<file path="src/hdl/mips_pkg.sv">
package mips_pkg;

  localparam int unsigned data_width = 32;     // Machine word width
  localparam int unsigned reg_addr_width = 5;  // 32 architectural registers
  localparam logic [31:0] reset_vector = 32'hBFC0_0000;  // First fetch after reset

  // ALU operations, 5-bit code driven by the control unit
  typedef enum logic [4:0] {
    alu_add, alu_sub,
    alu_and, alu_or, alu_xor, alu_nor,
    alu_slt, alu_sltu,
    alu_sll, alu_srl, alu_sra,
    alu_lui
  } alu_op_t;

  // Load width and extension selected by the opcode
  typedef enum logic [2:0] {
    ld_word, ld_byte, ld_byte_u, ld_half, ld_half_u
  } load_op_t;

  // Primary opcodes, instr[31:26]
  localparam logic [5:0] op_rtype = 6'h00;
  localparam logic [5:0] op_j     = 6'h02;
  localparam logic [5:0] op_jal   = 6'h03;
  localparam logic [5:0] op_beq   = 6'h04;
  localparam logic [5:0] op_bne   = 6'h05;
  localparam logic [5:0] op_addiu = 6'h09;
  localparam logic [5:0] op_andi  = 6'h0C;
  localparam logic [5:0] op_ori   = 6'h0D;
  localparam logic [5:0] op_xori  = 6'h0E;
  localparam logic [5:0] op_lui   = 6'h0F;
  localparam logic [5:0] op_lb    = 6'h20;
  localparam logic [5:0] op_lh    = 6'h21;
  localparam logic [5:0] op_lw    = 6'h23;
  localparam logic [5:0] op_lbu   = 6'h24;
  localparam logic [5:0] op_lhu   = 6'h25;
  localparam logic [5:0] op_sw    = 6'h2B;

  // Function codes of R-type instructions, instr[5:0]
  localparam logic [5:0] funct_sll  = 6'h00;
  localparam logic [5:0] funct_srl  = 6'h02;
  localparam logic [5:0] funct_sra  = 6'h03;
  localparam logic [5:0] funct_jr   = 6'h08;
  localparam logic [5:0] funct_jalr = 6'h09;
  localparam logic [5:0] funct_addu = 6'h21;
  localparam logic [5:0] funct_subu = 6'h23;
  localparam logic [5:0] funct_and  = 6'h24;
  localparam logic [5:0] funct_or   = 6'h25;
  localparam logic [5:0] funct_xor  = 6'h26;
  localparam logic [5:0] funct_nor  = 6'h27;
  localparam logic [5:0] funct_slt  = 6'h2A;
  localparam logic [5:0] funct_sltu = 6'h2B;

endpackage

</file>
<file path="src/hdl/mips_alu.sv">
`timescale 1ns/100ps

module mips_alu import mips_pkg::*; #(
  parameter int unsigned data_width = mips_pkg::data_width
) (
  input  alu_op_t               control,
  input  logic [data_width-1:0] a,
  input  logic [data_width-1:0] b,
  input  logic [4:0]            shamt,
  output logic [data_width-1:0] y,
  output logic                  zero
);

  always_comb begin
    case (control)
      alu_add:  y = a + b;
      alu_sub:  y = a - b;
      alu_and:  y = a & b;
      alu_or:   y = a | b;
      alu_xor:  y = a ^ b;
      alu_nor:  y = ~(a | b);
      // Set-on-less-than yields a single bit at the bottom
      alu_slt:  y = {{(data_width-1){1'b0}}, $signed(a) < $signed(b)};
      alu_sltu: y = {{(data_width-1){1'b0}}, a < b};
      alu_sll:  y = b << shamt;  // Shifts act on rt, not rs
      alu_srl:  y = b >> shamt;
      alu_sra:  y = $unsigned($signed(b) >>> shamt);
      alu_lui:  y = b << 16;     // Immediate moves to the upper half
      default:  y = '0;
    endcase
  end

  assign zero = (y == '0);  // Drives BEQ and BNE through the control unit

endmodule

</file>
<file path="src/hdl/mips_control.sv">
`timescale 1ns/100ps

module mips_control import mips_pkg::*; (
  input  logic [31:0] instr_data,
  input  logic        zero,        // ALU result was zero, used by BEQ and BNE
  input  logic        active,      // Low once the core has halted
  output logic        memtoreg1,
  output logic        memtoreg2,
  output logic        alusrc,
  output logic        pcsrc,
  output logic        regdst1,
  output logic        regdst2,
  output logic        regwrite,
  output logic        jump,
  output logic        jump1,
  output logic        signext_en,
  output alu_op_t     alucontrol,
  output load_op_t    loadcontrol,
  output logic        data_read,
  output logic        data_write
);

  logic [5:0] opcode;
  logic [5:0] funct;
  logic       reg_we;      // Write enable before the halt mask
  logic       mem_we;      // Store strobe before the halt mask
  logic       is_beq;
  logic       is_bne;

  assign opcode = instr_data[31:26];
  assign funct  = instr_data[5:0];
  assign is_beq = (opcode == op_beq);
  assign is_bne = (opcode == op_bne);

  // Branch condition lives here only, the datapath just follows pcsrc
  assign pcsrc = (is_beq & zero) | (is_bne & ~zero);

  // A halted core must not touch the register file or memory
  assign regwrite   = reg_we & active;
  assign data_write = mem_we & active;

  always_comb begin
    memtoreg1   = 1'b0;  // Defaults describe a NOP
    memtoreg2   = 1'b0;
    alusrc      = 1'b0;
    regdst1     = 1'b0;
    regdst2     = 1'b0;
    reg_we      = 1'b0;
    jump        = 1'b0;
    jump1       = 1'b0;
    signext_en  = 1'b1;
    alucontrol  = alu_add;
    loadcontrol = ld_word;
    data_read   = 1'b0;
    mem_we      = 1'b0;
    case (opcode)
      op_rtype: begin
        regdst1 = 1'b1;  // Destination comes from rd
        reg_we  = 1'b1;
        case (funct)
          funct_addu: alucontrol = alu_add;
          funct_subu: alucontrol = alu_sub;
          funct_and:  alucontrol = alu_and;
          funct_or:   alucontrol = alu_or;
          funct_xor:  alucontrol = alu_xor;
          funct_nor:  alucontrol = alu_nor;
          funct_slt:  alucontrol = alu_slt;
          funct_sltu: alucontrol = alu_sltu;
          funct_sll:  alucontrol = alu_sll;
          funct_srl:  alucontrol = alu_srl;
          funct_sra:  alucontrol = alu_sra;
          funct_jr: begin
            reg_we = 1'b0;  // JR links nothing
            jump   = 1'b1;
            jump1  = 1'b1;
          end
          funct_jalr: begin
            jump      = 1'b1;
            jump1     = 1'b1;
            memtoreg2 = 1'b1;  // Link address into rd
          end
          default: reg_we = 1'b0;  // Unknown function is a NOP
        endcase
      end
      op_addiu: begin
        alusrc = 1'b1;
        reg_we = 1'b1;
      end
      op_andi, op_ori, op_xori: begin
        alusrc     = 1'b1;
        reg_we     = 1'b1;
        signext_en = 1'b0;  // Logic immediates are zero-extended
        alucontrol = (opcode == op_andi) ? alu_and : (opcode == op_ori) ? alu_or : alu_xor;
      end
      op_lui: begin
        alusrc     = 1'b1;
        reg_we     = 1'b1;
        alucontrol = alu_lui;
      end
      op_lw, op_lb, op_lbu, op_lh, op_lhu: begin
        alusrc    = 1'b1;  // Address is base plus offset
        reg_we    = 1'b1;
        memtoreg1 = 1'b1;
        data_read = 1'b1;
        case (opcode)
          op_lb:   loadcontrol = ld_byte;
          op_lbu:  loadcontrol = ld_byte_u;
          op_lh:   loadcontrol = ld_half;
          op_lhu:  loadcontrol = ld_half_u;
          default: loadcontrol = ld_word;
        endcase
      end
      op_sw: begin
        alusrc = 1'b1;
        mem_we = 1'b1;
      end
      op_beq, op_bne: alucontrol = alu_sub;  // Zero flag compares rs and rt
      op_j: jump = 1'b1;
      op_jal: begin
        jump      = 1'b1;
        reg_we    = 1'b1;
        regdst2   = 1'b1;  // Link into register 31
        memtoreg2 = 1'b1;
      end
      default: ;
    endcase
  end

endmodule

</file>
<file path="src/hdl/mips_core.sv">
`timescale 1ns/100ps

module mips_core import mips_pkg::*; #(
  parameter int unsigned           data_width   = mips_pkg::data_width,
  parameter logic [data_width-1:0] reset_vector = mips_pkg::reset_vector
) (
  input  logic                  clk,
  input  logic                  rst_n,
  input  logic                  clk_enable,
  input  logic [31:0]           instr_readdata,
  input  logic [data_width-1:0] data_readdata,
  output logic                  active,
  output logic [data_width-1:0] instr_address,
  output logic [data_width-1:0] data_address,
  output logic [data_width-1:0] data_writedata,
  output logic                  data_read,
  output logic                  data_write,
  output logic [data_width-1:0] register_v0
);

  logic        memtoreg1, memtoreg2, alusrc, pcsrc;
  logic        regdst1, regdst2, regwrite;
  logic        jump, jump1, signext_en, zero;
  alu_op_t     alucontrol;
  load_op_t    loadcontrol;
  logic [31:0] instr_data;

  mips_control u_control (
    .instr_data(instr_data),
    .zero(zero),
    .active(active),
    .memtoreg1(memtoreg1),
    .memtoreg2(memtoreg2),
    .alusrc(alusrc),
    .pcsrc(pcsrc),
    .regdst1(regdst1),
    .regdst2(regdst2),
    .regwrite(regwrite),
    .jump(jump),
    .jump1(jump1),
    .signext_en(signext_en),
    .alucontrol(alucontrol),
    .loadcontrol(loadcontrol),
    .data_read(data_read),
    .data_write(data_write)
  );

  mips_datapath #(
    .data_width(data_width),
    .reset_vector(reset_vector)
  ) u_datapath (
    .clk(clk),
    .rst_n(rst_n),
    .clk_enable(clk_enable),
    .memtoreg1(memtoreg1),
    .memtoreg2(memtoreg2),
    .alusrc(alusrc),
    .pcsrc(pcsrc),
    .regdst1(regdst1),
    .regdst2(regdst2),
    .regwrite(regwrite),
    .jump(jump),
    .jump1(jump1),
    .signext_en(signext_en),
    .alucontrol(alucontrol),
    .loadcontrol(loadcontrol),
    .instr_readdata(instr_readdata),
    .data_readdata(data_readdata),
    .active(active),
    .zero(zero),
    .instr_address(instr_address),
    .instr_data(instr_data),
    .data_address(data_address),
    .data_writedata(data_writedata),
    .register_v0(register_v0)
  );

endmodule

</file>
<file path="src/hdl/mips_datapath.sv">
`timescale 1ns/100ps

module mips_datapath import mips_pkg::*; #(
  parameter int unsigned           data_width   = mips_pkg::data_width,
  parameter logic [data_width-1:0] reset_vector = mips_pkg::reset_vector
) (
  input  logic                  clk,
  input  logic                  rst_n,
  input  logic                  clk_enable,
  input  logic                  memtoreg1,
  input  logic                  memtoreg2,
  input  logic                  alusrc,
  input  logic                  pcsrc,
  input  logic                  regdst1,
  input  logic                  regdst2,
  input  logic                  regwrite,
  input  logic                  jump,
  input  logic                  jump1,
  input  logic                  signext_en,
  input  alu_op_t               alucontrol,
  input  load_op_t              loadcontrol,
  input  logic [31:0]           instr_readdata,
  input  logic [data_width-1:0] data_readdata,
  output logic                  active,
  output logic                  zero,
  output logic [data_width-1:0] instr_address,
  output logic [31:0]           instr_data,
  output logic [data_width-1:0] data_address,
  output logic [data_width-1:0] data_writedata,
  output logic [data_width-1:0] register_v0
);

  logic [data_width-1:0]     pc_delay;    // Delay slot register, the PC of the next fetch
  logic [data_width-1:0]     pc_plus4;
  logic [data_width-1:0]     pc_link;     // Return address past the delay slot
  logic [data_width-1:0]     pc_seq;
  logic [data_width-1:0]     pc_branch;
  logic [data_width-1:0]     pc_jump;
  logic [data_width-1:0]     pc_next;
  logic [data_width-1:0]     imm_ext;
  logic [data_width-1:0]     src_a;
  logic [data_width-1:0]     src_b;
  logic [data_width-1:0]     alu_y;
  logic [data_width-1:0]     load_y;
  logic [data_width-1:0]     result;
  logic [reg_addr_width-1:0] write_reg;
  logic                      fetch_halt;

  assign instr_data = instr_readdata;  // No scheduler, fetch goes straight to decode

  assign fetch_halt = (instr_address == '0);  // A jump to zero ends the program

  // Immediate is sign- or zero-extended as the opcode needs
  assign imm_ext = signext_en ? {{(data_width-16){instr_data[15]}}, instr_data[15:0]}
                              : {{(data_width-16){1'b0}}, instr_data[15:0]};

  assign pc_plus4  = instr_address + data_width'(4);
  assign pc_link   = instr_address + data_width'(8);
  assign pc_seq    = pc_delay + data_width'(4);      // Fetch after the one already queued
  assign pc_branch = pc_plus4 + (imm_ext << 2);      // Relative to the delay slot

  // J and JAL splice the index into the delay slot's segment, JR and JALR use rs
  assign pc_jump = jump1 ? src_a : {pc_plus4[data_width-1:28], instr_data[25:0], 2'b00};

  always_comb begin
    if (jump) pc_next = pc_jump;
    else if (pcsrc) pc_next = pc_branch;
    else pc_next = pc_seq;
  end

  // The PC takes the queued address, the queue takes the new target,
  // so every redirect lands two edges after the branch is fetched
  always_ff @(posedge clk) begin
    if (!rst_n) begin
      instr_address <= reset_vector;
      pc_delay      <= reset_vector + data_width'(4);
      active        <= 1'b1;
    end else if (clk_enable) begin
      if (fetch_halt) active <= 1'b0;  // Stays low, the PC is frozen at zero
      if (active && !fetch_halt) begin
        instr_address <= pc_delay;
        pc_delay      <= pc_next;
      end
    end
  end

  // Destination is rt for I-type, rd for R-type, or $ra for JAL
  always_comb begin
    if (regdst2) write_reg = reg_addr_width'(31);
    else if (regdst1) write_reg = instr_data[15:11];
    else write_reg = instr_data[20:16];
  end

  always_comb begin
    if (memtoreg2) result = pc_link;
    else if (memtoreg1) result = load_y;
    else result = alu_y;
  end

  mips_regfile #(
    .data_width(data_width)
  ) u_regfile (
    .clk(clk),
    .rst_n(rst_n),
    .clk_enable(clk_enable),
    .we(regwrite),
    .ra1(instr_data[25:21]),
    .ra2(instr_data[20:16]),
    .wa(write_reg),
    .wd(result),
    .rd1(src_a),
    .rd2(data_writedata),   // rt is also the store data
    .reg_v0(register_v0)
  );

  assign src_b = alusrc ? imm_ext : data_writedata;

  mips_alu #(
    .data_width(data_width)
  ) u_alu (
    .control(alucontrol),
    .a(src_a),
    .b(src_b),
    .shamt(instr_data[10:6]),
    .y(alu_y),
    .zero(zero)
  );

  assign data_address = alu_y;  // Loads and stores address through the ALU

  mips_load_unit u_load_unit (
    .readdata(data_readdata),
    .byte_offset(alu_y[1:0]),
    .control(loadcontrol),
    .y(load_y)
  );

endmodule

</file>
<file path="src/hdl/mips_load_unit.sv">
`timescale 1ns/100ps

module mips_load_unit import mips_pkg::*; (
  input  logic [31:0] readdata,
  input  logic [1:0]  byte_offset,  // Low bits of the data address
  input  load_op_t    control,
  output logic [31:0] y
);

  logic [7:0]  sel_byte;
  logic [15:0] sel_half;

  // Big-endian word, so offset 0 is the most significant byte
  always_comb begin
    case (byte_offset)
      2'd0:    sel_byte = readdata[31:24];
      2'd1:    sel_byte = readdata[23:16];
      2'd2:    sel_byte = readdata[15:8];
      default: sel_byte = readdata[7:0];
    endcase
  end

  assign sel_half = byte_offset[1] ? readdata[15:0] : readdata[31:16];  // Bit 0 is ignored

  always_comb begin
    case (control)
      ld_byte:   y = {{24{sel_byte[7]}}, sel_byte};
      ld_byte_u: y = {24'b0, sel_byte};
      ld_half:   y = {{16{sel_half[15]}}, sel_half};
      ld_half_u: y = {16'b0, sel_half};
      default:   y = readdata;  // LW takes the whole word
    endcase
  end

endmodule

</file>
<file path="src/hdl/mips_regfile.sv">
`timescale 1ns/100ps

module mips_regfile import mips_pkg::*; #(
  parameter int unsigned data_width = mips_pkg::data_width
) (
  input  logic                      clk,
  input  logic                      rst_n,
  input  logic                      clk_enable,
  input  logic                      we,
  input  logic [reg_addr_width-1:0] ra1,
  input  logic [reg_addr_width-1:0] ra2,
  input  logic [reg_addr_width-1:0] wa,
  input  logic [data_width-1:0]     wd,
  output logic [data_width-1:0]     rd1,
  output logic [data_width-1:0]     rd2,
  output logic [data_width-1:0]     reg_v0
);

  logic [data_width-1:0] regs [2**reg_addr_width];

  // Entry zero is cleared by reset and never written, so it always reads zero
  always_ff @(posedge clk) begin
    if (!rst_n) begin
      for (int i = 0; i < 2**reg_addr_width; i++) begin
        regs[i] <= '0;
      end
    end else if (clk_enable && we && (wa != '0)) begin
      regs[wa] <= wd;
    end
  end

  assign rd1    = regs[ra1];  // Reads are combinational
  assign rd2    = regs[ra2];
  assign reg_v0 = regs[2];    // $v0 carries the program result out

endmodule

</file>
<file path="config.mk">
export PLATFORM = sky130hd
export DESIGN_NAME = mips_core
export DESIGN_NICKNAME = d
export VERILOG_FILES = /design/src/hdl/mips_pkg.sv /design/src/hdl/mips_alu.sv /design/src/hdl/mips_control.sv /design/src/hdl/mips_core.sv /design/src/hdl/mips_datapath.sv /design/src/hdl/mips_load_unit.sv /design/src/hdl/mips_regfile.sv
export SDC_FILE = /design/constraint.sdc
export NUM_CORES = 2
export LEC_CHECK = 0
export CORE_MARGIN = 5
export CORE_UTILIZATION = 40
export DETAILED_ROUTE_END_ITERATION = 12
export DONT_BUFFER_PORTS = 1
export SYNTH_ARGS = -nofsm -noshare
export SYNTH_HDL_FRONTEND = slang
export SYNTH_HIERARCHICAL = 1
export SYNTH_SLANG_ARGS = --single-unit
</file>
<file path="constraint.sdc">
create_clock -name clk -period 9.75 [get_ports clk]
set_input_delay 1.95 -clock clk [delete_from_list [all_inputs] [get_ports clk]]
set_output_delay 1.95 -clock clk [all_outputs]
set_load 0.02 [all_outputs]
</file>
==> summary.txt <==
Timing
  • Hold Slack: 0.4770 ns
  • Tmin final: just under 10 ns
  • RSZ-0062 raised after global routing: no
  • Slew margin rel.: -0.04056
  • Max Slew Vio Count: a little under 70
  • Final Hold Vio Count: 0
  • Final Cycle Share: 0.9985
  • Final Skew: 0.08163 ns
  • Fmax: 102.7 MHz
  • Least-Margin Pin Slew: 1.561 ns
  • Setup_tns: 0 ns
  • Setup ws final: 0.01485 ns
  • Final setup vio count: 0

CTS
  • Root Driver: clkbuf_16
  • Post-CTS Resized: 0
  • Clock transition at path regs: ~0.060 ns
  • Clk sinks: ~1,100
  • Max Root-Sink Buffers: 3
  • Hold Buf Count CTS: 0
  • Total CTS buffers: between 100 and 150
  • H-tree levels: 3
  • Worst-skew pair later-pin latency: 0.80 ns
  • Post-CTS Setup Bufs: 0
  • CTS tree: yes

Logic synthesis
  • Syn Area/Cell: 10.25 µm²
  • Mapped Cells: 7,437
  • Mapped Area: 76,230 µm²
  • Syn. warnings: 6

Critical path
  • Crit-path max FO: 513
  • CP startpoint: instr_readdata[22]
  • CP endpoint kind: output pin
  • Worst EP arrival: 7.79 ns
  • Critical Path Source Type: input port
  • Class of the most critical setup path: in2out
  • Reg2reg start: u_datapath/u_regfile/regs[2][2]$_SDFFCE_PN0P_
  • Worst EP required: 7.80 ns

Global route
  • Total GRT Usage: 0.3041
  • Number of global-route vias before repair: ~60,000
  • Largest net degree at the start of global routing: between 500 and 600
  • Initial antenna violation count: 21
  • First-pass GRT wire length: 445,000 µm
  • GRT overflow: 0

Placed design
  • IO Port Bufs: 0
  • Post-Place Cells: 9,671
  • HPWL Detailed: 214,400 µm
  • GPL Wtd Cong: ~1.0
  • Place WS: -0.2272 ns

Drt
  • DR WL/cell: 32.10 µm
  • Drt total wl: 318,900 µm
  • DR iter-0 viols: 7,865
  • DRC viols: 0
  • Post-route ant nets: 0
  • Vias: 63,200
  • Pre-Repair DR Iteration Count: 6
  • Vias per cell: 6.362

Floorplanning
  • Die area: around 200,000 µm²
  • Die X: 446.5 µm
  • Initial Utilization: 0.4017
  • Die Height: 446.5 µm
  • Core region area: 189,800 µm²
  • Num rows: 160
  • Ports: 198

Pwr
  • Switch Pwr: 0.004787 W
  • Int Power: 0.009224 W
  • Leakage: approximately 34 nW
  • Sw frac: 0.3416
  • Clock power frac: 0.331
  • Combinational power share: 0.284
  • Worst vdd ir: 0.1647 mV
  • PD cells: 165.8 nW/µm²
  • Share of total power in sequential cells: 0.385

Run
  • Max-Cap Viols: 0

Hold path
  • Hold Crit Start: u_datapath/pc_delay[1]$_SDFFE_PN0P_
  • Worst hold path type: reg2reg

Finish
  • Nets: 7,498
  • Commonest non-fill, non-tap cells in the layout: mux2i_1, edfxtp_1, and2_1, nand2_1, buf_4
  • Commonest non-fill, non-tap cell in the layout: mux2i_1
  • Cell Count, Final, Fillers Out: around 10,000
  • Share of layout cells above drive strength 1: 0.1251
  • Final Util: 0.4453
  • Area growth syn-to-layout: 10.87%

Run status
  • Failing checks: max-slew violations
  • Status: finished with violations
[worst max-delay path: stages]
cell and delay (ns):
mux2i_1 0.55, a22o_1 0.20, nor3_1 0.05, a31oi_1 0.38, nand3_1 0.39, ha_1 0.39
fa_1 0.44, a21oi_1 0.25, o211ai_1 0.22, a32oi_1 0.63, a21oi_1 0.21, o21ai_0 0.34
a21oi_1 0.14, o221a_2 0.26, nor4b_1 0.30, o21ai_1 0.15, buf_4 0.18
[layout make-up]
| type | instances | area (µm²) |
|---|---|---|
| Antenna cell | 23 | 57.56 |
| Clock buffer | 146 | 3143 |
| Clock inverter | 81 | 805.8 |
| Fill cell | 17820 | 105300 |
| Inverter | 152 | 570.5 |
| Multi-Input combinational cell | 5511 | 40870 |
| Sequential cell | 1089 | 32050 |
| Tap cell | 2511 | 3142 |
| Timing Repair Buffer | 421 | 3881 |
[state kept, by name, summed over array words and instances (netlist names)]
| signal | count |
|---|---|
| u_datapath/active | 1 |
| u_datapath/instr_address | 32 |
| u_datapath/pc_delay | 32 |
| u_datapath/u_regfile/regs | 1024 |
[power groups by stage]
| stage | clock network [W] | registers [W] | logic [W] |
|---|---|---|---|
| 6_report | 0.00464 | 0.00539 | 0.00399 |
| 5_1_grt | 0.00487 | 0.00541 | 0.00413 |
| 4_1_cts | 0.00469 | 0.00538 | 0.00379 |
| 3_3_place_gp | 0 | 0.00547 | 0.00377 |
| 3_5_place_dp | 0 | 0.00548 | 0.00377 |
| 2_1_floorplan | 0 | 0.00545 | 0.00221 |
[final timing paths]
path / endpoint / slack, ns / cells after the start
max reg2reg: u_datapath/pc_delay[31]$_SDFFE_PN1P_ / 1.61 / 29
min: u_datapath/instr_address[1]$_SDFFE_PN0P_ / 0.48 / 2
max: data_address[28] / 0.01 / 17
min reg2reg: u_datapath/instr_address[1]$_SDFFE_PN0P_ / 0.48 / 2
[metal layers]
layer,routed length [µm],up-vias,GRT usage,part of all wire
li1,-,27230,-,-
met1,124800,31670,0.3919,0.39
met2,144000,3550,0.4846,0.45
met3,30380,742,0.05751,0.095
met4,19680,6,0.1633,0.062
met5,51,-,0,0.00016
[metrics by stage]
stage,total power [W],instance area [µm²]
2_1_floorplan,0.007658,76340
3_3_place_gp,0.009244,80140
3_5_place_dp,0.009254,80140
4_1_cts,0.01386,84090
5_1_grt,0.01441,84490
6_report,0.01401,84520
(Power assumes the default switching activity.)
